$ cat config.mk
export PLATFORM = sky130hd
export DESIGN_NAME = cmd_dispatch
export DESIGN_NICKNAME = d
export VERILOG_FILES = /design/src/cmd_dispatch.sv
export SDC_FILE = /design/constraint.sdc
export NUM_CORES = 1
export LEC_CHECK = 0
export BUFFER_PORTS_ARGS = -buffer_cell sky130_fd_sc_hd__buf_2
export CORE_UTILIZATION = 47
export DETAILED_ROUTE_END_ITERATION = 6
export GPL_ROUTABILITY_DRIVEN = 1
export GPL_TIMING_DRIVEN = 0
export PLACE_DENSITY_LB_ADDON = 0.12
export SLEW_MARGIN = 20
export SYNTH_ARGS = -nofsm -noshare
export SYNTH_HDL_FRONTEND = slang
export SYNTH_SLANG_ARGS = --single-unit
$ cat constraint.sdc
create_clock -name clk -period 7.4 [get_ports clk]
set_input_delay 0.37 -clock clk [delete_from_list [all_inputs] [get_ports clk]]
set_output_delay 0.37 -clock clk [all_outputs]
set_load 0.02 [all_outputs]
$ cat src/cmd_dispatch.sv
`timescale 1ns/1ps

module cmd_dispatch #(
  parameter int NUM_CH    = 4,
  parameter int ADDRW     = 32,
  parameter int BYTE_CNTW = 16,
  localparam int CHW      = (NUM_CH > 1) ? $clog2(NUM_CH) : 1
) (
  input  logic                              clk,
  input  logic                              rst,
  input  logic                              cmd_req,
  input  logic [CHW-1:0]                    cmd_ch,
  input  logic [ADDRW-1:0]                  cmd_addr,
  input  logic [BYTE_CNTW-1:0]              cmd_byte_cnt,
  input  logic                              cmd_wr,
  output logic                              cmd_ack,
  output logic [NUM_CH-1:0]                 ch_req,
  output logic [NUM_CH-1:0][ADDRW-1:0]      ch_addr,
  output logic [NUM_CH-1:0][BYTE_CNTW-1:0]  ch_byte_cnt,
  output logic [NUM_CH-1:0]                 ch_wr,
  input  logic [NUM_CH-1:0]                 ch_ack
);

  logic [NUM_CH-1:0] slot_full;
  logic              take;

  // Back-pressure per addressed channel.
  assign cmd_ack = ~slot_full[cmd_ch];
  assign take    = cmd_req & cmd_ack;
  assign ch_req  = slot_full;

  always_ff @(posedge clk or negedge rst) begin
    if (!rst) begin
      slot_full <= '0;
    end else begin
      for (int i = 0; i < NUM_CH; i++) begin
        if (ch_ack[i]) begin
          slot_full[i] <= 1'b0; // Master has taken it.
        end else if (take && cmd_ch == CHW'(i)) begin
          slot_full[i] <= 1'b1;
        end
      end
    end
  end

  // Command payload of each slot.
  always_ff @(posedge clk) begin
    if (take) begin
      ch_addr[cmd_ch]     <= cmd_addr;
      ch_byte_cnt[cmd_ch] <= cmd_byte_cnt;
      ch_wr[cmd_ch]       <= cmd_wr;
    end
  end

endmodule

==> out/metrics.yaml, run 1 <==
dr_wl_met3_um: 1350
fin_skew_ns: 0.00563
drt-vias-per-instance: 4.62
timing_max_transition_violations_final: 0
min-delay-path-class: "in -> reg"
final_hold_viol_count: 0
design_power_total_w: 0.00239
antenna_cells_inserted: 0
cts_hold_repair.buffers: 1
criticalPathCategory: "reg -> reg"
numPlacedInstances: 659
slew_headroom_pct: 52.2
cts_tree: "done"
cp_max_fo: 10
grt_start_max_net_pins: 24
power.density_cell_area_nw_per_um2: 282
numCtsBuffers: 17
irDropWorstVdd_mv: 0.183
cp-end-kind: "register"
route.vias.total: 3200
worst_tran_pin_value_ns: 0.716
rows: 41
unrepaired_setup_endpoints_after_global_routing: "no"
core_region_area_sq_um: 12600
dieWidth_um: 116
synthesis.area_sq_um: 6100
synth.yosys.seq_area_share_pct: 98.1
top_layer: "met4"
first_global_vias: 3043
ys_types: 11
layout.cells.most_common_list: "sky130_fd_sc_hd__buf_2, sky130_fd_sc_hd__edfxtp_1, sky130_fd_sc_hd__clkbuf_16, sky130_fd_sc_hd__inv_1, sky130_fd_sc_hd__bufinv_16"
fin_util_pct: 67.3
arrival_ns: 2.27
mappedNetlistNets: 276
clock_sinks: 200
routed_wire_length_per_instance_um: 17.5
gr-usage-all-layers_pct: 18.2
postSynthCellCount: 218
postSynthRegisterBits: 200
overflow: 0
antenna_left: 0
timing.final.setup_violations: 0
fillCellCount: 897
detail_route.drc_violations: 0
areaGrowthSynthToFinish_pct: 39.2
initial_utilization_pct: 48.3
h_tree_depth: 4
cts_post_setup_buffers_inserted: 0
critPathLaunchType: "register"
wl_met1_um: 4540
drt-initial-drc-count: 180
detailroute.wirelength.met2_um: 6060
setup_slack_ns: 5.24
final_common_cell: "sky130_fd_sc_hd__buf_2"
cts_max_path_buffers: 2
dpl.hpwl_um: 8510
first_pass_grt_wire_length_um: 16900
numPortBuffers: 258
die_h_um: 116
p_leak_nw: 3.31
detailedRoute.firstPassIterationCount: 4
clock_latency_ns: 0.42
synthesis.area_per_instance_sq_um: 28.0
grt_antenna_before_repair: 0
routed_wirelength_um: 12100
post_placement_worst_setup_slack_ns: 5.12
layout.nets: 565
result_of_the_run: "complete, no violations"
cts_root_buffer: "sky130_fd_sc_hd__clkbuf_16"
finish.cell_count_without_fillers: 692
place.gp.congestion: 0.712
min_period_ns: 2.16
die_area_sq_um: 13400
maxCapViolations: 0
cp_data_required_time_ns: 7.52
finalCritPeriodShare_pct: 29.1
synth.yosys.warnings: 0
clkSlewWorstSetupHoldPaths_ns: 0.07
layout-drive-gt1-share_pct: 58.7
post_cts_resized: 0
design.portCount: 259
clock.fmax_mhz: 464
[stage by stage]
step           instance area [sq um]  hold WS [ns]  TNS, ns
6_report                        8490        0.0879        0
5_1_grt                         8490        0.0759        0
4_1_cts                         8490        0.0665        0
3_5_place_dp                    7850         0.185        0
3_3_place_gp                    7610         0.183   -98.40
2_1_floorplan                   6100        0.0744        0
[report_power, final]
part	switching [W]	internal, W
registers	0.00000810	0.00128
clock network	0.000375	0.000596
logic	0.0000887	0.0000422
total	0.000471	0.00192
[Yosys cell counts]
| library cell | n | area, sq um |
|---|---|---|
| sky130_fd_sc_hd__edfxtp_1 | 196 | 5890 |
| sky130_fd_sc_hd__inv_1 | 5 | 18.8 |
| sky130_fd_sc_hd__dfrtp_1 | 4 | 100 |
| sky130_fd_sc_hd__a21oi_1 | 3 | 15.0 |
| sky130_fd_sc_hd__nor2_1 | 3 | 11.3 |
| sky130_fd_sc_hd__nand3b_1 | 2 | 15.0 |
| sky130_fd_sc_hd__a21oi_2 | 1 | 8.76 |
| sky130_fd_sc_hd__mux4_2 | 1 | 22.5 |
| sky130_fd_sc_hd__nand3_1 | 1 | 5.00 |
| sky130_fd_sc_hd__nor4bb_1 | 1 | 10.0 |
| sky130_fd_sc_hd__or3b_1 | 1 | 8.76 |
[path summary, 6_finish.rpt]
check	startpoint	endpoint	slack [ns]	cells past startpoint
setup / recovery	ch_req[1]	ch_addr[47]	5.24	4
hold / removal	ch_ack[2]	ch_req[2]	0.09	2
setup reg to reg	ch_req[1]	ch_addr[47]	5.24	4
hold reg to reg	ch_req[2]	ch_req[2]	0.59	2
max in group asynchronous	rst	ch_req[2]	6.99	2
min in group asynchronous	rst	ch_req[1]	0.28	2
[cell type report]
| class | count | area [sq um] | share of cell area, % |
|---|---|---|---|
| Clock inverter | 14 | 205 | 2.42 |
| Clock buffer | 18 | 429 | 5.05 |
| Tap cell | 172 | 215 | 2.53 |
| Timing Repair Buffer | 270 | 1500 | 17.7 |
| Multi-Input combinational cell | 13 | 134 | 1.58 |
| Inverter | 5 | 18.8 | 0.221 |
| Sequential cell | 200 | 5990 | 70.5 |
[layer usage]
metal | GRT usage, % | vias up
li1 | - | 1456
met1 | 19.7 | 1553
met2 | 30.1 | 174
met3 | 8.26 | 17
met4 | 9.15 | 0
met5 | 0 | -
[registers in the layout, summed over array words and instances (netlist names)]
signal / flops
ch_byte_cnt: 64
ch_req: 4
ch_addr: 128
ch_wr: 4
[cell families (layout without fill, tap and decap cells)]
| logic type | count (synthesis) | after routing | synth area share, % |
|---|---|---|---|
| AO/OA/AOI/OAI | 4 | 4 | 0.390 |
| buffers and inverters | 5 | 307 | 0.308 |
| flip-flops | 200 | 200 | 98.1 |
| multiplexers | 1 | 1 | 0.369 |
| AND/OR/NAND/NOR | 8 | 8 | 0.820 |
[critical path, cell delays in order, from the launching register on]
cell and delay (ns):
sky130_fd_sc_hd__dfrtp_1 0.44, sky130_fd_sc_hd__nor4bb_4 0.68, sky130_fd_sc_hd__buf_4 0.33, sky130_fd_sc_hd__buf_8 0.17
sky130_fd_sc_hd__buf_4 0.22
Note: power is estimated with default switching activity, not from simulation.
==> run 2, diff against run 1 <==
- ABC_AREA: default -> 1
- CORE_UTILIZATION: 47 -> 42
- clock period: 7.4 -> 1.89 ns (I/O delays scaled with it)
==> run 2 against run 1 <==
Compared with the run above: clock skew increased by 0.0020 ns; first-iteration DRC count increased by 19%; global-route usage decreased by 0.13 points; combinational power increased to 4.7 times the previous value; highest routed layer unchanged; register-to-register slack got worse by 5.1 ns; sequential power increased to 3.9 times the previous value; via count increased by 8.9%; power increased to 3.9 times the previous value; die area increased by 13%.
==> out/metrics.yaml, run 2 <==
result_of_the_run: "complete, no violations"
drt-initial-drc-count: 215  # +19%
clkSlewWorstSetupHoldPaths_ns: 0.07  # about the same
criticalPathCategory: "reg -> reg"
drt-vias-per-instance: 4.54  # -1.8%
synth_top_cells_by_area: "sky130_fd_sc_hd__edfxtp_1, sky130_fd_sc_hd__dfrtp_1, sky130_fd_sc_hd__inv_1"
asyncSetResetFlopFracSynth_pct: 2.00  # unchanged
cp_cell_sequence: "nand3_1, nand2_2, nor2_4, nand3_1, clkinvlp_4, buf_4"
regMostFlops: "ch_addr"
number_of_flip_flops_in_the_largest_register: 128  # unchanged
grt_start_max_net_pins: 30  # +25%
gr-usage-all-layers_pct: 18.0  # -0.13 points
bufs_and_invs_on_worst_path: 2  # -1
yosys_top_cell_area_share_pct: 95.6  # -0.82 points
p_leak_nw: 3.51  # +6.0%
power.density_cell_area_nw_per_um2: 1050  # +270%
final_common_cell: "sky130_fd_sc_hd__buf_2"
synth_largest_area_cell: "sky130_fd_sc_hd__edfxtp_1"
worst_path_largest_cell_delay_ns: 0.41  # -0.27 ns
cp-end-kind: "register"
min_period_ns: 1.78  # -0.378 ns
detailedRoute.firstPassIterationCount: 4  # unchanged
arrival_ns: 1.89  # -0.38 ns
dieWidth_um: 123  # +6.1%
postSynthRegisterBits: 200  # unchanged
dpl.hpwl_um: 8800  # +3.4%
maxCapViolations: 0  # unchanged
grt_antenna_before_repair: 0  # unchanged
cp_max_fo: 12  # +2
cts_tree: "done"
slew_headroom_pct: 74.0  # +22 points
layout_top_registers: "ch_addr (128), ch_byte_cnt (64)"
cts_max_path_buffers: 2  # unchanged
core_region_area_sq_um: 14100  # +12%
min-delay-path-class: "in -> reg"
synth.yosys.seq_area_share_pct: 97.3  # -0.84 points
unrepaired_setup_endpoints_after_global_routing: "no"
synth_enable_flop_cells: 196  # unchanged
holdWs_ns: 0.176  # +0.0877 ns
final_hold_viol_count: 0  # unchanged
grt.busiest_layer: "met2"
synthTopCellsByCount: "sky130_fd_sc_hd__edfxtp_1, sky130_fd_sc_hd__inv_1, sky130_fd_sc_hd__nand3_1"
worst_tran_pin_value_ns: 0.388  # -0.328 ns
first_pass_grt_wire_length_um: 19000  # +12%
layout.cells.most_common_list: "sky130_fd_sc_hd__buf_2, sky130_fd_sc_hd__edfxtp_1, sky130_fd_sc_hd__dlygate4sd3_1, sky130_fd_sc_hd__clkbuf_16, sky130_fd_sc_hd__clkinvlp_4"
synth.most_common_cell: "sky130_fd_sc_hd__edfxtp_1"
initial_utilization_pct: 43.7  # -4.7 points
irDropWorstVdd_mv: 0.580  # +220%
routed_wire_length_per_instance_um: 18.1  # +2.9%
detail_route.drc_violations: 0  # unchanged
globalRouteMet3Util_pct: 6.41  # -1.9 points
synth_top_flop_cell: "sky130_fd_sc_hd__edfxtp_1"
die_area_sq_um: 15100  # +13%
route.vias.total: 3484  # +8.9%
cp_top_family: "simple AND/OR/NAND/NOR gates"
clock_latency_ns: 0.42  # about the same
die_h_um: 123  # +6.1%
synth.yosys.warnings: 0  # unchanged
areaGrowthSynthToFinish_pct: 46.2
gr-usage-met2_pct: 28.7  # -1.5 points
first_global_vias: 3348  # +10%
antenna_left: 0  # unchanged
h_tree_depth: 4  # unchanged
postSynthCellCount: 232  # +6.4%
clock.fmax_mhz: 563  # +21%
cts_root_buffer: "sky130_fd_sc_hd__clkbuf_16"
cp_slowest_cell: "sky130_fd_sc_hd__dfrtp_2"
synthesis.area_per_instance_sq_um: 26.5  # -5.2%
design_power_total_w: 0.00945  # +290%
numCtsBuffers: 17  # unchanged
antenna_cells_inserted: 0  # unchanged
synthesis.area_sq_um: 6150  # +0.86%
clock_sinks: 200  # unchanged
layout-drive-gt1-share_pct: 53.8  # -4.8 points
design.portCount: 259  # unchanged
critPathLaunchType: "register"
fin_skew_ns: 0.00767  # +0.00204 ns
timing.final.setup_violations: 0  # unchanged
rows: 43  # +4.9%
cp_data_required_time_ns: 2.00  # -5.52 ns
critical_path.most_common_cell: "sky130_fd_sc_hd__nand3_1"
mappedNetlistNets: 290  # +5.1%
numPortBuffers: 257  # -0.39%
routed_wirelength_um: 13800  # +14%
timing_max_transition_violations_final: 0  # unchanged
layout.nets: 633  # +12%
finalCritPeriodShare_pct: 94.1  # +65 points
grtUsageMet1_pct: 22.5  # +2.8 points
place.gp.congestion: 0.759  # +6.6%
ys_types: 13  # +2
overflow: 0  # unchanged
run 2: worst paths after layout:
kind	start	endpoint	slack [ns]	cells after the start
max	ch_req[3]	ch_byte_cnt[9]	0.11	6
min	cmd_req	ch_req[2]	0.18	3
max reg2reg	ch_req[3]	ch_byte_cnt[9]	0.11	6
min reg2reg	ch_req[2]	ch_req[2]	0.56	2
max in group asynchronous	rst	ch_req[0]	1.15	3
min in group asynchronous	rst	ch_req[2]	0.56	3
run 2: cell type report:
type / instances / area (sq um)
fillers: 1047 / 5100
flip-flops and latches: 200 / 5990
repair buffers: 320 / 1950
repair inverters: 4 / 30.0
clock inverters: 13 / 194
plain buffers: 1 / 11.3
well taps: 180 / 225
inverters: 11 / 56.3
multi-input cells: 20 / 115
clock buffers: 18 / 429
run 2: where the power goes:
part | switching [W] | internal [W] | leakage, nW
sequential | 0.0000320 | 0.00503 | 1.84
clock | 0.00153 | 0.00223 | 0.302
combinational | 0.000393 | 0.000228 | 1.37
run 2: per-stage QoR:
| stage | cells | setup WS, ns | cell area (sq um) | TNS [ns] | utilization [%] |
|---|---|---|---|---|---|
| 3_5_place_dp | 673 | -0.148 | 7760 | -11.74 | 55.1 |
| 4_1_cts | 765 | -0.0778 | 8980 | -1.90 | 63.7 |
| 2_1_floorplan | 232 | -0.0285 | 6170 | -4.19 | - |
| 6_report | 767 | 0.112 | 9000 | 0 | 63.8 |
| 3_3_place_gp | 669 | -0.578 | 7680 | -109.99 | 54.5 |
| 5_1_grt | 767 | 0.0170 | 9000 | 0 | 63.8 |
run 2: repair_timing:
action	in CTS	in global routing
hold buffers	55	0
cloned	3	1
resized for setup	3	2
hold endpoints to repair	204	0
setup buffers	3	1
setup endpoints to repair	108	36
run 2: worst register-to-register path: cells and delay by family (launching register included):
kind,cells,cell delay (ns)
and+or+nand+nor,4,0.60
buffers and inverters,2,0.46
DFF,1,0.41
run 2: metal layers:
| layer | up-vias | routed length, um | part of all wire (%) |
|---|---|---|---|
| li1 | 1602 | - | - |
| met1 | 1681 | 5450 | 39 |
| met2 | 182 | 6820 | 49 |
| met3 | 19 | 1310 | 9.5 |
| met4 | 0 | 274 | 2.0 |
| met5 | - | 0 | 0 |
run 2: kinds of logic (layout without fill, tap and decap cells):
family / Yosys count / in the layout / synth area share [%]
compound gates: 5 / 5 / 0.590
simple gates: 15 / 15 / 1.28
flops: 200 / 200 / 97.3
buf+inv: 12 / 367 / 0.854
