### config.mk
export PLATFORM = sky130hd
export DESIGN_NAME = ahb_burst_master
export DESIGN_NICKNAME = d
export VERILOG_FILES = /design/src/dma_pkg.sv /design/src/ahb_burst_master.sv
export SDC_FILE = /design/constraint.sdc
export NUM_CORES = 1
export LEC_CHECK = 0
export BUFFER_PORTS_ARGS = -buffer_cell sky130_fd_sc_hd__buf_4
export CELL_PAD_IN_SITES_DETAIL_PLACEMENT = 1
export CELL_PAD_IN_SITES_GLOBAL_PLACEMENT = 1
export CORE_MARGIN = 2
export CORE_UTILIZATION = 42
export CTS_BUF_LIST = sky130_fd_sc_hd__clkbuf_2
export CTS_CLUSTER_DIAMETER = 100
export CTS_CLUSTER_SIZE = 16
export DETAILED_ROUTE_END_ITERATION = 10
export GPL_TIMING_DRIVEN = 0
export PLACE_DENSITY = 0.78
export SETUP_SLACK_MARGIN = 0.2
export SLEW_MARGIN = 10
export SYNTH_ARGS = -nofsm -noshare
export SYNTH_HDL_FRONTEND = slang
export SYNTH_SLANG_ARGS = --single-unit
### constraint.sdc
create_clock -name clk -period 5.4 [get_ports clk]
set_input_delay 0.81 -clock clk [delete_from_list [all_inputs] [get_ports clk]]
set_output_delay 0.81 -clock clk [all_outputs]
set_load 0.02 [all_outputs]
### src/dma_pkg.sv
package dma_pkg;

  // AHB transfer type.
  typedef enum logic [1:0] {
    TRANS_IDLE   = 2'b00,
    TRANS_BUSY   = 2'b01,
    TRANS_NONSEQ = 2'b10,
    TRANS_SEQ    = 2'b11
  } htrans_t;

  // AHB burst type, incrementing flavours only.
  typedef enum logic [2:0] {
    BURST_SINGLE = 3'b000,
    BURST_INCR   = 3'b001,
    BURST_INCR4  = 3'b011,
    BURST_INCR8  = 3'b101,
    BURST_INCR16 = 3'b111
  } hburst_t;

  // Beat counts of the fixed bursts, also the split thresholds.
  localparam int INCR4_BEATS  = 4;
  localparam int INCR8_BEATS  = 8;
  localparam int INCR16_BEATS = 16;

  // Length of a fixed burst, zero for undefined length.
  function automatic logic [4:0] burst_beats(input hburst_t burst);
    case (burst)
      BURST_SINGLE: burst_beats = 5'd1;
      BURST_INCR4:  burst_beats = 5'(INCR4_BEATS);
      BURST_INCR8:  burst_beats = 5'(INCR8_BEATS);
      BURST_INCR16: burst_beats = 5'(INCR16_BEATS);
      default:      burst_beats = 5'd0;
    endcase
  endfunction

endpackage

### src/ahb_burst_master.sv
`timescale 1ns/1ps

module ahb_burst_master #(
  parameter int ADDRW     = 32,
  parameter int DATAW     = 64,
  parameter int BYTE_CNTW = 16
) (
  input  logic                 clk,
  input  logic                 rst,
  input  logic                 req,
  input  logic [ADDRW-1:0]     start_addr,
  input  logic [BYTE_CNTW-1:0] byte_cnt,
  input  logic                 wr,
  output logic                 ack,
  output logic                 done,
  input  logic                 hgrant,
  input  logic                 hready,
  output logic [ADDRW-1:0]     haddr,
  output dma_pkg::htrans_t     htrans,
  output dma_pkg::hburst_t     hburst,
  output logic [2:0]           hsize,
  output logic                 hwrite
);

  import dma_pkg::*;

  localparam int BB    = DATAW / 8;
  localparam int BB_LG = $clog2(BB);

  localparam logic [1:0] IDLE    = 2'd0;
  localparam logic [1:0] START   = 2'd1;
  localparam logic [1:0] FX_INCR = 2'd2;
  localparam logic [1:0] UN_INCR = 2'd3;

  logic [1:0]           state;
  logic [BYTE_CNTW-1:0] rem_bytes;
  logic [BYTE_CNTW-1:0] rem_un_nxt;
  logic [4:0]           beat_cnt;
  logic [4:0]           burst_len;
  logic                 pend_done;

  logic                 adv;
  logic                 burst_end;
  logic                 cmd_end;
  logic                 do_load;
  logic                 do_step;
  logic                 do_stop;

  logic [ADDRW-1:0]     ld_addr;
  logic [BYTE_CNTW-1:0] ld_bytes;
  logic                 ld_wr;
  logic [BYTE_CNTW:0]   ld_beats;
  logic [4:0]           ld_len;
  hburst_t              ld_burst;
  logic [BYTE_CNTW:0]   ld_take;
  logic [BYTE_CNTW-1:0] ld_rem;

  assign hsize = 3'(BB_LG);

  // Address phase accepted only for the owner.
  assign adv = hgrant & hready;

  always_comb begin
    burst_end = 1'b0;
    if (adv) begin
      if (state == FX_INCR) begin
        burst_end = (beat_cnt == burst_len);
      end else if (state == UN_INCR) begin
        burst_end = (rem_bytes == '0);
      end
    end
    cmd_end = burst_end && (state == UN_INCR || rem_bytes == '0);
    ack     = (state == START) || (cmd_end && req);
    do_load = ack || (burst_end && !cmd_end);
    do_step = adv && (state == FX_INCR || state == UN_INCR) && !burst_end;
    do_stop = cmd_end && !req;
  end

  // Source of the next burst: a new command or the rest of this one.
  always_comb begin
    if (ack) begin
      ld_addr  = start_addr;
      ld_bytes = byte_cnt;
      ld_wr    = wr;
    end else begin
      ld_addr  = haddr + ADDRW'(BB);
      ld_bytes = rem_bytes;
      ld_wr    = hwrite;
    end
    ld_beats = (BYTE_CNTW+1)'((32'(ld_bytes) + BB - 1) >> BB_LG); // Rounded up.
    if (ld_beats >= INCR16_BEATS) begin
      ld_burst = BURST_INCR16;
      ld_len   = 5'(INCR16_BEATS);
    end else if (ld_beats >= INCR8_BEATS) begin
      ld_burst = BURST_INCR8;
      ld_len   = 5'(INCR8_BEATS);
    end else if (ld_beats >= INCR4_BEATS) begin
      ld_burst = BURST_INCR4;
      ld_len   = 5'(INCR4_BEATS);
    end else begin
      ld_burst = BURST_INCR; // Short tail of 1 to 3 beats.
      ld_len   = 5'(ld_beats);
    end
    // Tail counts down per beat, fixed bursts per burst.
    ld_take = (ld_burst == BURST_INCR) ? (BYTE_CNTW+1)'(BB) : (BYTE_CNTW+1)'(ld_len * BB);
    ld_rem  = ({1'b0, ld_bytes} > ld_take) ? BYTE_CNTW'({1'b0, ld_bytes} - ld_take) : '0;
  end

  assign rem_un_nxt = (rem_bytes > BYTE_CNTW'(BB)) ? rem_bytes - BYTE_CNTW'(BB) : '0;

  always_ff @(posedge clk or negedge rst) begin
    if (!rst) begin
      state     <= IDLE;
      haddr     <= '0;
      htrans    <= TRANS_IDLE;
      hburst    <= BURST_SINGLE;
      hwrite    <= 1'b0;
      rem_bytes <= '0;
      beat_cnt  <= '0;
      burst_len <= '0;
      pend_done <= 1'b0;
    end else begin
      pend_done <= cmd_end | (pend_done & ~hready);
      if (do_load) begin
        state     <= (ld_burst == BURST_INCR) ? UN_INCR : FX_INCR;
        haddr     <= ld_addr;
        htrans    <= TRANS_NONSEQ;
        hburst    <= ld_burst;
        hwrite    <= ld_wr;
        rem_bytes <= ld_rem;
        beat_cnt  <= 5'd1;
        burst_len <= ld_len;
      end else if (do_step) begin
        haddr    <= haddr + ADDRW'(BB);
        htrans   <= TRANS_SEQ;
        beat_cnt <= beat_cnt + 5'd1;
        if (state == UN_INCR) begin
          rem_bytes <= rem_un_nxt;
        end
      end else if (do_stop) begin
        state  <= IDLE;
        htrans <= TRANS_IDLE;
      end else if (state == IDLE && req) begin
        state <= START;
      end
    end
  end

  // Last data phase of the command completes.
  assign done = pend_done & hready;

endmodule

==> qor.csv, run 1 <==
stage;metric;value;unit
routing;Via density;6.03;
pwr;Static Leak;2.57;nW
logic_synthesis;most frequent cell after synthesis;nand2_1;
setup_path;Worst Path Arrival;5.30;ns
job;MaxCap Viol Count;0;
setup_path;kind of end point of the critical path;flop;
routing;vias;5159;
clocking;CTS root buf;clkbuf_2;
clocking;CTS Sinks;67;
die;Die Ht;112;µm
routing;DR WL/cell;20.7;µm
routing;Post-Route WL;17700;µm
placed_design;hpwl dp;13200;µm
grt;antenna violations before repair;1;
clocking;hold_buf cts;0;
clocking;Worst-Skew Late Latency;0.59;ns
sta;Final Setup Violations;0;
placed_design;Inst Count DP;837;
logic_synthesis;share of the synthesized area in the top cell type;0.345;
clocking;CTS tree;built;
setup_path;Worst Path Max Fanout;10;
die;Die X;112;µm
layout;area grow syn2layout;21.8;%
logic_synthesis;mapped cell area;0.00485;mm²
sta;crit path time final;4.79;ns
logic_synthesis;Seq cells post-synth;67;
sta;worst rel slew slack;0.393;
sta;Worst-Margin Slew;0.911;ns
placed_design;gpl congestion;0.917;
routing;post-route DRC violation count;0;
layout;Finished Layout Cells;855;
logic_synthesis;Synth Instances;598;
logic_synthesis;number of synthesized flops with an enable pin;0;
setup_path;Startpoint Class;flop;
grt;number of global-route vias before repair;5289;
logic_synthesis;Synth area leader;dfrtp_1;
logic_synthesis;yosys warns;0;
die;Site Rows;39;
placed_design;# port buffers;93;
clocking;number of buffers created by CTS;9;
layout;final core area utilization;0.520;
pwr;Worst VDD drop;0.000237;V
sta;Setup Skew;0.0167;ns
logic_synthesis;Netlist cell types;68;
die;num ports;97;
die;CORE AREA;0.0114;mm²
grt;Overflow after GRT;0;
min_path;worst min path class;input pin to asynchronous set/reset pin;
sta;period utilisation layout;0.887;
die;full die area;0.0124;mm²
logic_synthesis;Seq/Total Area, Yosys;0.345;
sta;number of hold violations in the final report;0;
logic_synthesis;ys flop type;dfrtp_1;
routing;First-pass DRT Iterations;4;
logic_synthesis;top post-synthesis cells by count;87 x nand2_1, 67 x dfrtp_1, 51 x a21oi_1;
outcome;run status;finished clean;
sta;RSZ-0062 raised after global routing;false;
grt;largest net degree at the start of global routing;68;
routing;drt first-iter violations;310;
layout;share of layout cells above drive strength 1;0.208;
setup_path;Crit path required time;5.91;ns
sta;fin. max-slew vios;0;
sta;Achievable Freq;209;MHz
clocking;H-Tree Depth;3;
logic_synthesis;Post-synth ARST share;1.00;
routing;Post-DRT Antenna Nets;0;
clocking;Clock transition at path regs;0.21;ns
grt;GRT Overall Usage;0.286;
clocking;Bufs on Longest Clock Path;2;
setup_path;WS Path Type;flop to flop;
die;initial core utilization;0.427;
layout;Layout Nets;769;
logic_synthesis;Area contributors post-synth;dfrtp_1 35%, nand2_1 6.7%, a21oi_1 5.3%;
grt;first-pass GRT wire length;28200;µm
pwr;PD cells;391;mW/mm²
logic_synthesis;Avg Cell Area, Syn;8.12;µm²
through the flow:
step | worst slack, ns | power, mW | hold slack, ns | instance area (µm²) | setup TNS, ns
detailed placement | -0.123 | 1.97 | 0.477 | 5740 | -0.187
CTS | 0.280 | 2.30 | 0.311 | 5870 | 0
finish | 0.608 | 2.31 | 0.289 | 5910 | 0
floorplan | 0.921 | 1.54 | 0.470 | 4870 | 0
global route | 0.181 | 2.46 | 0.322 | 5910 | 0
global placement | -0.0106 | 1.93 | 0.463 | 5740 | -0.0106
routing by layer:
metal  routed length (µm)  vias to the layer above  track usage
li1                     -                     2418            -
met1                 7610                     2534        0.369
met2                 8600                      168        0.467
met3                 1020                       39       0.0713
met4                  471                        0        0.104
met5                    0                        -            0
placed cells by master (no fill, tap or decap), types with 11 or more instances in the layout:
cell	instances
or3_1	14
buf_2	12
a21oi_1	51
xnor2_1	15
o21ai_0	29
nor3_1	23
nor2_1	47
nand3_1	21
inv_1	12
dfrtp_1	67
xor2_1	13
nand4_1	11
nand2_1	87
buf_4	97
clkbuf_1	17
kinds of logic (layout without fill, tap and decap cells):
family / count (synthesis) / in the layout / share of synthesized area
AND/OR/NAND/NOR: 258 / 258 / 0.264
XOR/XNOR: 28 / 28 / 0.0505
buffers and inverters: 50 / 160 / 0.0495
adder cells (fa/ha/maj): 9 / 9 / 0.0247
flip-flops: 67 / 67 / 0.345
AO/OA/AOI/OAI: 178 / 178 / 0.252
other: 2 / 6 / 0.00155
multiplexers: 6 / 6 / 0.0124
report_power, final:
part / internal, mW / switching, mW / total [mW]
logic: 0.461 / 0.690 / 1.15
clock network: 0.105 / 0.212 / 0.316
registers: 0.652 / 0.194 / 0.847
layout make-up:
cell class,instances,area (µm²)
antenna,1,2.50
buffer,38,196
clock buffer,9,45.0
clock inverter,7,68.8
fill,1420,5460
inverter,12,45.0
multi-input combinational,484,2980
sequential,67,1680
tap,143,179
timing repair buffer,94,718
sequential cells by signal, indices dropped and copies added, names as in the netlist:
register	count
beat_cnt	5
burst_len	5
haddr	32
hburst	3
htrans	2
hwrite	1
pend_done	1
rem_bytes	16
state	2
worst paths after layout:
| check | start | to | slack, ns | depth (start not counted) |
|---|---|---|---|---|
| setup / recovery | rem_bytes[13]$_DFFE_PN0P_ | rem_bytes[11]$_DFFE_PN0P_ | 0.61 | 21 |
| min in group clk | start_addr[2] | haddr[2]$_DFFE_PN0P_ | 0.41 | 3 |
| hold reg to reg | hwrite$_DFFE_PN0P_ | hwrite$_DFFE_PN0P_ | 0.52 | 2 |
| setup reg to reg | rem_bytes[13]$_DFFE_PN0P_ | rem_bytes[11]$_DFFE_PN0P_ | 0.61 | 21 |
| max in group asynchronous | rst | haddr[19]$_DFFE_PN0P_ | 4.50 | 1 |
| hold / removal | rst | htrans[1]$_DFFE_PN0P_ | 0.29 | 1 |
timing repair:
action,in CTS,in global routing
setup endpoints to repair,6,16
setup buffers,0,1
hold endpoints to repair,0,0
resized for setup,1,5
pin swaps,0,1
worst max-delay path, stage by stage, from the launching register on:
cell and delay, ns:
dfrtp_1 0.40, clkbuf_1 0.20, nor3_2 0.35, nand3_4 0.22, o31ai_4 0.26, buf_12 0.16
nand2_1 0.12, inv_1 0.15, buf_4 0.21, buf_2 0.25, buf_2 0.29, a21oi_1 0.11
ha_1 0.24, fa_1 0.42, nor2b_1 0.14, o21a_1 0.16, o21a_1 0.11, clkbuf_2 0.21
nor2_1 0.09, xnor2_1 0.16, mux2i_1 0.12, a221o_1 0.35
Power figures use the tool's default switching activity.
==> run 2, diff against run 1 <==
- ABC_CLOCK_PERIOD_IN_PS: default -> 5400
- REMOVE_ABC_BUFFERS: default -> 1
==> run 2 against run 1 <==
Cell area down 2.6%. Clock power down 6.6%. Utilization down 1.4 points. Clock-buffer cell count unchanged. Flip-flop and latch count unchanged. Largest cell class unchanged. Largest power group unchanged.
==> qor.csv, run 2 (synthesized netlist as in run 1, its figures left out) <==
stage;metric;value;unit;change
outcome;run status;finished clean;;
layout;# fillers;1428;;+0.56%
die;CORE AREA;0.0114;mm²;unchanged
placed_design;# port buffers;93;;unchanged
grt;largest net degree at the start of global routing;78;;+15%
placed_design;hpwl dp;11000;µm;-16%
die;Die X;112;µm;unchanged
job;MaxCap Viol Count;0;;unchanged
routing;drt first-iter violations;379;;+22%
clocking;CTS tree;built;;
routing;Post-Route WL;15500;µm;-12%
sta;RSZ-0062 raised after global routing;false;;
setup_path;kind of end point of the critical path;flop;;
die;num ports;97;;unchanged
clocking;H-Tree Depth;3;;unchanged
pwr;Static Leak;2.48;nW;-3.2%
layout;diode count;0;;-1
layout;max reg flops;32;;unchanged
placed_design;gpl congestion;0.855;;-6.7%
clocking;Clock transition at path regs;0.20;ns;about the same
routing;First-pass DRT Iterations;4;;unchanged
grt;GRT Overall Usage;0.248;;-0.0378
setup_path;worst path bufs/invs;1;;-6
sta;Achievable Freq;207;MHz;-0.93%
clocking;CTS Sinks;67;;unchanged
sta;crit path time final;4.84;ns;+0.0448 ns
grt;Overflow after GRT;0;;unchanged
layout;most frequent cells in the layout;98 x buf_4, 86 x nand2_1, 67 x dfrtp_1, 51 x a21oi_1, 46 x nor2_1;;
sta;fin. max-slew vios;0;;unchanged
grt;antenna violations before repair;0;;-1
clocking;Bufs on Longest Clock Path;2;;unchanged
setup_path;Top delay family on crit path;compound AO/OA/AOI/OAI gates;;
setup_path;CP max stage delay;0.58;ns;+0.16 ns
routing;Via density;5.95;;-1.5%
die;Die Ht;112;µm;unchanged
layout;Finished Layout Cells;821;;-4.0%
grt;number of global-route vias before repair;4894;;-7.5%
sta;number of hold violations in the final report;0;;unchanged
sta;Final Setup Violations;0;;unchanged
routing;DR WL/cell;18.9;µm;-8.7%
die;Site Rows;39;;unchanged
clocking;hold_buf cts;0;;unchanged
setup_path;Startpoint Class;flop;;
setup_path;slowest stage cell, crit path;dfrtp_1;;
setup_path;crit-path most repeated cell;o21a_1;;
min_path;worst min path class;input pin to asynchronous set/reset pin;;
setup_path;Crit path required time;5.82;ns;-0.09 ns
routing;Post-DRT Antenna Nets;0;;unchanged
clocking;number of buffers created by CTS;9;;unchanged
die;initial core utilization;0.427;;unchanged
layout;largest registers;haddr (32), rem_bytes (16);;
placed_design;DP Worst Slack;-0.830;ns;-0.707 ns
clocking;Worst-Skew Late Latency;0.52;ns;-0.07 ns
pwr;PD cells;393;mW/mm²;+0.42%
setup_path;CP Cell Sequence;nor4_4 > nand3_2 > o31ai_4 > nand2_8 > inv_6 > o21ai_0 > o211ai_1 > ha_1 > o21a_1 > o31a_1 > o21a_1 > or4_1 > xor2_1 > mux2i_1 > a211o_1;;
grt;first-pass GRT wire length;25500;µm;-9.7%
layout;share of layout cells above drive strength 1;0.198;;-0.0105
layout;Layout Nets;736;;-4.3%
layout;most common cell after layout, fill and taps aside;buf_4;;
layout;Largest Register;haddr;;
sta;Setup Skew;0.0169;ns;+0.000206 ns
clocking;CTS root buf;clkbuf_2;;
layout;area grow syn2layout;18.6;%;
sta;period utilisation layout;0.896;;+0.00829
routing;vias;4881;;-5.4%
pwr;Worst VDD drop;0.000244;V;+2.6%
setup_path;Worst Path Arrival;5.26;ns;-0.04 ns
sta;worst rel slew slack;0.290;;-0.103
setup_path;WS Path Type;flop to flop;;
setup_path;Worst Path Max Fanout;39;;+29
die;full die area;0.0124;mm²;unchanged
routing;post-route DRC violation count;0;;unchanged
sta;Worst-Margin Slew;1.06;ns;+0.148 ns
placed_design;Inst Count DP;799;;-4.5%
sta;final setup margin;0.564;ns;-0.0448 ns
## run 2: cell count changes in the layout (fill, tap and decap cells not counted), sizes merged
cell | previous run | this run
clkinvlp | 2 | 1
clkbuf | 27 | 9
clkinv | 4 | 5
nand2 | 87 | 88
buf | 114 | 98
diode | 1 | 0
## run 2: worst register-to-register path: stages (launching register included)
cell,delay (ns)
dfrtp_1,0.58
nor4_4,0.37
nand3_2,0.26
o31ai_4,0.46
nand2_8,0.27
inv_6,0.40
o21ai_0,0.24
o211ai_1,0.19
ha_1,0.35
o21a_1,0.21
o31a_1,0.11
o21a_1,0.29
or4_1,0.47
xor2_1,0.15
mux2i_1,0.09
a211o_1,0.30
## run 2: path summary, 6_finish.rpt
check                                              start                        end  slack (ns)  depth (start not counted)
worst min-delay path                                 rst       haddr[8]$_DFFE_PN0P_        0.35                          1
min in group clk                                  hready        pend_done$_DFF_PN0_        0.46                          2
worst max-delay path            rem_bytes[9]$_DFFE_PN0P_  rem_bytes[14]$_DFFE_PN0P_        0.56                         15
max in group asynchronous                            rst      haddr[27]$_DFFE_PN0P_        4.47                          1
worst min register to register     hburst[0]$_DFFE_PN0N_      hburst[0]$_DFFE_PN0N_        0.50                          1
worst max register to register  rem_bytes[9]$_DFFE_PN0P_  rem_bytes[14]$_DFFE_PN0P_        0.56                         15
## run 2: power breakdown
part	total, mW	internal [mW]	switching, mW
logic	1.09	0.445	0.644
registers	0.877	0.652	0.226
clock network	0.295	0.101	0.194
## run 2: final cells by class
cell class	instances	area, µm²	area share
flip-flops and latches	67	1680	0.291
well taps	143	179	0.0311
clock buffers	9	45.0	0.00782
multi-input cells	485	3010	0.523
clock inverters	7	58.8	0.0102
repair buffers	98	736	0.128
inverters	12	50.0	0.00869
## run 2: metal layers
layer | up-vias | share of wire | GRT usage | routed length (µm)
met5 | - | 0 | 0 | 0
met4 | 0 | 0.013 | 0.0708 | 200
met3 | 14 | 0.047 | 0.0430 | 728
met2 | 141 | 0.47 | 0.399 | 7220
met1 | 2373 | 0.47 | 0.346 | 7370
li1 | 2353 | - | - | -
## run 2: timing repair
action | 4_1_cts | 5_1_grt
pin swaps | 1 | 3
resized for setup | 5 | 2
hold endpoints to repair | 0 | 0
cloned | 0 | 1
endpoints found under the setup margin | 16 | 16
setup buffers | 1 | 4
## run 2: through the flow
step           cell area, µm²  TNS, ns  utilization  power (mW)  hold slack [ns]
2_1_floorplan            4670    -8.62            -        1.50            0.470
6_report                 5760        0        0.506        2.26            0.354
3_3_place_gp             5550   -54.97        0.488        1.88            0.458
3_5_place_dp             5560   -11.13        0.489        1.93            0.460
4_1_cts                  5710        0        0.502        2.24            0.356
5_1_grt                  5760        0        0.506        2.43            0.357
==> run 3, diff against run 2 <==
- ABC_AREA: default -> 1
- CORE_UTILIZATION: 42 -> 41
- PLACE_DENSITY: 0.78 -> 0.79
==> run 3 against run 2 <==
Hold slack better by 0.016 ns. Flip-flop and latch count is the same. Sequential power is 11% higher. Die area is 10% higher. Cell area is 10% higher. Clock-buffer cell count did not move. First-iteration DRC count grew 6.1%. Synthesized area rose by 7.8%. Synthesized cell count increased by 30%. Highest routed layer unchanged.
==> qor.csv, run 3 <==
stage;metric;value;unit;change
outcome;run status;finished clean;;
grt;met2 Use GR;0.457;;+0.0575
logic_synthesis;share of the synthesized area in the top cell type;0.320;;-0.0249
logic_synthesis;number of synthesized flops with an enable pin;0;;unchanged
setup_path;Levels on crit path;31;;+16
layout;area grow syn2layout;21.3;%;
logic_synthesis;top post-synthesis cells by count;217 x nand2_1, 90 x inv_1, 77 x nor2_1;;
grt;antenna violations before repair;0;;unchanged
clocking;CTS Sinks;67;;unchanged
setup_path;cells on worst reg2reg path;31;;+16
setup_path;Startpoint Class;flop;;
die;num ports;97;;unchanged
clocking;number of buffers created by CTS;9;;unchanged
min_path;worst min path class;input pin to asynchronous set/reset pin;;
sta;Achievable Freq;208;MHz;+0.63%
logic_synthesis;most frequent cell after synthesis;nand2_1;;
logic_synthesis;Area contributors post-synth;dfrtp_1 32%, nand2_1 16%, inv_1 6.5%;;
sta;Final Setup Violations;0;;unchanged
die;Site Rows;41;;+5.1%
layout;Largest Register;haddr;;
logic_synthesis;Seq/Total Area, Yosys;0.320;;-0.0249
grt;largest net degree at the start of global routing;68;;-13%
clocking;Bufs on Longest Clock Path;2;;unchanged
setup_path;Crit path required time;5.83;ns;about the same
pwr;Clock power frac;0.076;;-0.054
placed_design;hpwl dp;12100;µm;+9.5%
routing;vias;5511;;+13%
grt;number of global-route vias before repair;5523;;+13%
setup_path;slowest stage cell, crit path;dfrtp_2;;
routing;Post-Route WL;17000;µm;+9.3%
placed_design;gpl congestion;0.879;;+2.8%
setup_path;WS Path Type;flop to flop;;
placed_design;# port buffers;93;;unchanged
logic_synthesis;Netlist cell types;47;;-31%
sta;fin. max-slew vios;0;;unchanged
setup_path;kind of end point of the critical path;flop;;
layout;fin area;0.00635;mm²;+10%
die;CORE AREA;0.0125;mm²;+10%
layout;Finished Layout Cells;1052;;+28%
clocking;Clock transition at path regs;0.20;ns;about the same
clocking;CTS tree;built;;
routing;post-route DRC violation count;0;;unchanged
layout;most frequent cells in the layout;212 x nand2_1, 107 x buf_4, 88 x inv_1, 74 x nor2_1, 61 x dfrtp_1;;
setup_path;worst path bufs/invs;1;;unchanged
grt;GRT busiest layer;met2;;
layout;max reg flops;32;;unchanged
layout;share of layout cells above drive strength 1;0.230;;+0.0319
grt;grt met3 use;0.0309;;-0.0121
setup_path;crit-path most repeated cell;nand2_1;;
placed_design;Placed Instance Area;0.00600;mm²;+7.8%
grt;GRT Overall Usage;0.254;;+0.00550
sta;worst rel slew slack;0.388;;+0.0988
layout;# fillers;1686;;+18%
pwr;switching pwr;2.20;mW;+110%
routing;DR WL/cell;16.1;µm;-15%
logic_synthesis;Synth Instances;779;;+30%
layout;largest registers;haddr (32), rem_bytes (16);;
setup_path;Top delay family on crit path;simple AND/OR/NAND/NOR gates;;
sta;period utilisation layout;0.890;;-0.00563
sta;crit path time final;4.81;ns;-0.0304 ns
logic_synthesis;ys flop type;dfrtp_1;;
sta;Setup Skew;0.0246;ns;+0.00766 ns
placed_design;Inst Count DP;1020;;+28%
sta;post-route setup TNS;0;ns;unchanged
pwr;internal power;1.72;mW;+44%
sta;Worst-Margin Slew;0.914;ns;-0.144 ns
grt;Overflow after GRT;0;;unchanged
setup_path;Worst Path Arrival;5.24;ns;-0.02 ns
clocking;hold_buf cts;0;;unchanged
die;Die Ht;117;µm;+4.9%
layout;Layout Nets;939;;+28%
clocking;CTS root buf;clkbuf_2;;
routing;Via density;5.24;;-12%
pwr;Static Leak;3.13;nW;+26%
logic_synthesis;yosys warns;0;;unchanged
die;Die X;117;µm;+4.9%
job;MaxCap Viol Count;0;;unchanged
pwr;PD cells;618;mW/mm²;+57%
routing;First-pass DRT Iterations;4;;unchanged
logic_synthesis;Post-synth ARST share;1.00;;unchanged
pwr;Flop pwr share;0.249;;-0.139
pwr;Worst VDD drop;0.000258;V;+6.0%
logic_synthesis;Seq cells post-synth;67;;unchanged
die;initial core utilization;0.418;;-0.00895
die;full die area;0.0137;mm²;+10%
grt;first-pass GRT wire length;27300;µm;+7.0%
logic_synthesis;Avg Cell Area, Syn;6.72;µm²;-17%
setup_path;Worst Path Max Fanout;7;;-82%
grt;met1 Usage GRT;0.322;;-0.0236
layout;most common cell after layout, fill and taps aside;nand2_1;;
logic_synthesis;Synth area leader;dfrtp_1;;
sta;RSZ-0062 raised after global routing;false;;
routing;drt first-iter violations;402;;+6.1%
clocking;Worst-Skew Late Latency;0.53;ns;about the same
pwr;combinational share of power;0.675;;+0.193
setup_path;worst reg-to-reg setup slack;0.59;ns;+0.03 ns
pwr;Sw Ratio;0.561;;+0.0906
setup_path;CP max stage delay;0.47;ns;-0.11 ns
logic_synthesis;mapped cell area;0.00523;mm²;+7.8%
sta;number of hold violations in the final report;0;;unchanged
clocking;H-Tree Depth;3;;unchanged
routing;Post-DRT Antenna Nets;0;;unchanged
layout;diode count;0;;unchanged
run 3: changes by cell type in the layout (fill, tap and decap cells not counted), moves of 13 or more:
| cell | previous run | this run |
|---|---|---|
| o21ai_0 | 29 | 45 |
| nand2_2 | 0 | 15 |
| or3_1 | 13 | 0 |
| a21oi_1 | 51 | 32 |
| inv_1 | 11 | 88 |
| nand3_1 | 21 | 52 |
| nor2_4 | 0 | 13 |
| nand2_1 | 86 | 212 |
| nor2_1 | 46 | 74 |
run 3: worst paths after layout:
check / from / to
setup / recovery: rem_bytes[10]$_DFFE_PN0P_ / rem_bytes[13]$_DFFE_PN0P_
hold / removal: rst / haddr[9]$_DFFE_PN0P_
setup reg to reg: rem_bytes[10]$_DFFE_PN0P_ / rem_bytes[13]$_DFFE_PN0P_
hold reg to reg: haddr[0]$_DFFE_PN0P_ / haddr[0]$_DFFE_PN0P_
max in group asynchronous: rst / rem_bytes[12]$_DFFE_PN0P_
min in group clk: hready / pend_done$_DFF_PN0_
run 3: metal layers:
metal	vias up	wire (µm)
li1	2707	-
met4	0	242
met2	108	8630
met5	-	0
met1	2676	7480
met3	20	610
run 3: area by class of cell:
cell class | count | area (µm²) | area share
Sequential cell | 67 | 1680 | 0.265
Inverter | 97 | 367 | 0.0578
Tap cell | 172 | 215 | 0.0339
Clock buffer | 9 | 45.0 | 0.00710
Clock inverter | 6 | 57.6 | 0.00907
Multi-Input combinational cell | 594 | 3170 | 0.500
Timing Repair Buffer | 107 | 803 | 0.127
run 3: cell families (layout without fill, tap and decap cells):
kind of cell,count (synthesis),count (layout),share of synthesized area
xor+xnor,28,28,0.0469
flops,67,67,0.320
fa+ha+maj,9,9,0.0230
mux,1,1,0.00191
compound gates,119,119,0.128
other cells,2,5,0.00144
buf+inv,124,219,0.100
simple gates,429,432,0.378
run 3: stage by stage:
step	utilization	hold slack, ns	worst slack, ns	total power, mW
2_1_floorplan	-	0.455	0.585	2.66
3_3_place_gp	0.479	0.452	-1.19	3.35
3_5_place_dp	0.479	0.469	-1.02	3.46
4_1_cts	0.494	0.374	0.236	3.81
5_1_grt	0.507	0.395	0.174	4.31
6_report	0.507	0.370	0.594	3.92
run 3: power groups by stage:
stage	sequential [mW]	clock (mW)	combinational [mW]
global route	1.01	0.331	2.97
CTS	0.970	0.305	2.54
finish	0.975	0.299	2.65
detailed placement	0.979	0	2.48
floorplan	1.08	0	1.59
global placement	0.967	0	2.38
run 3: repair_timing:
action,4_1_cts,5_1_grt
setup endpoints to repair,46,42
pin swaps,2,3
setup buffers,2,12
cloned,3,0
gates resized for setup,5,24
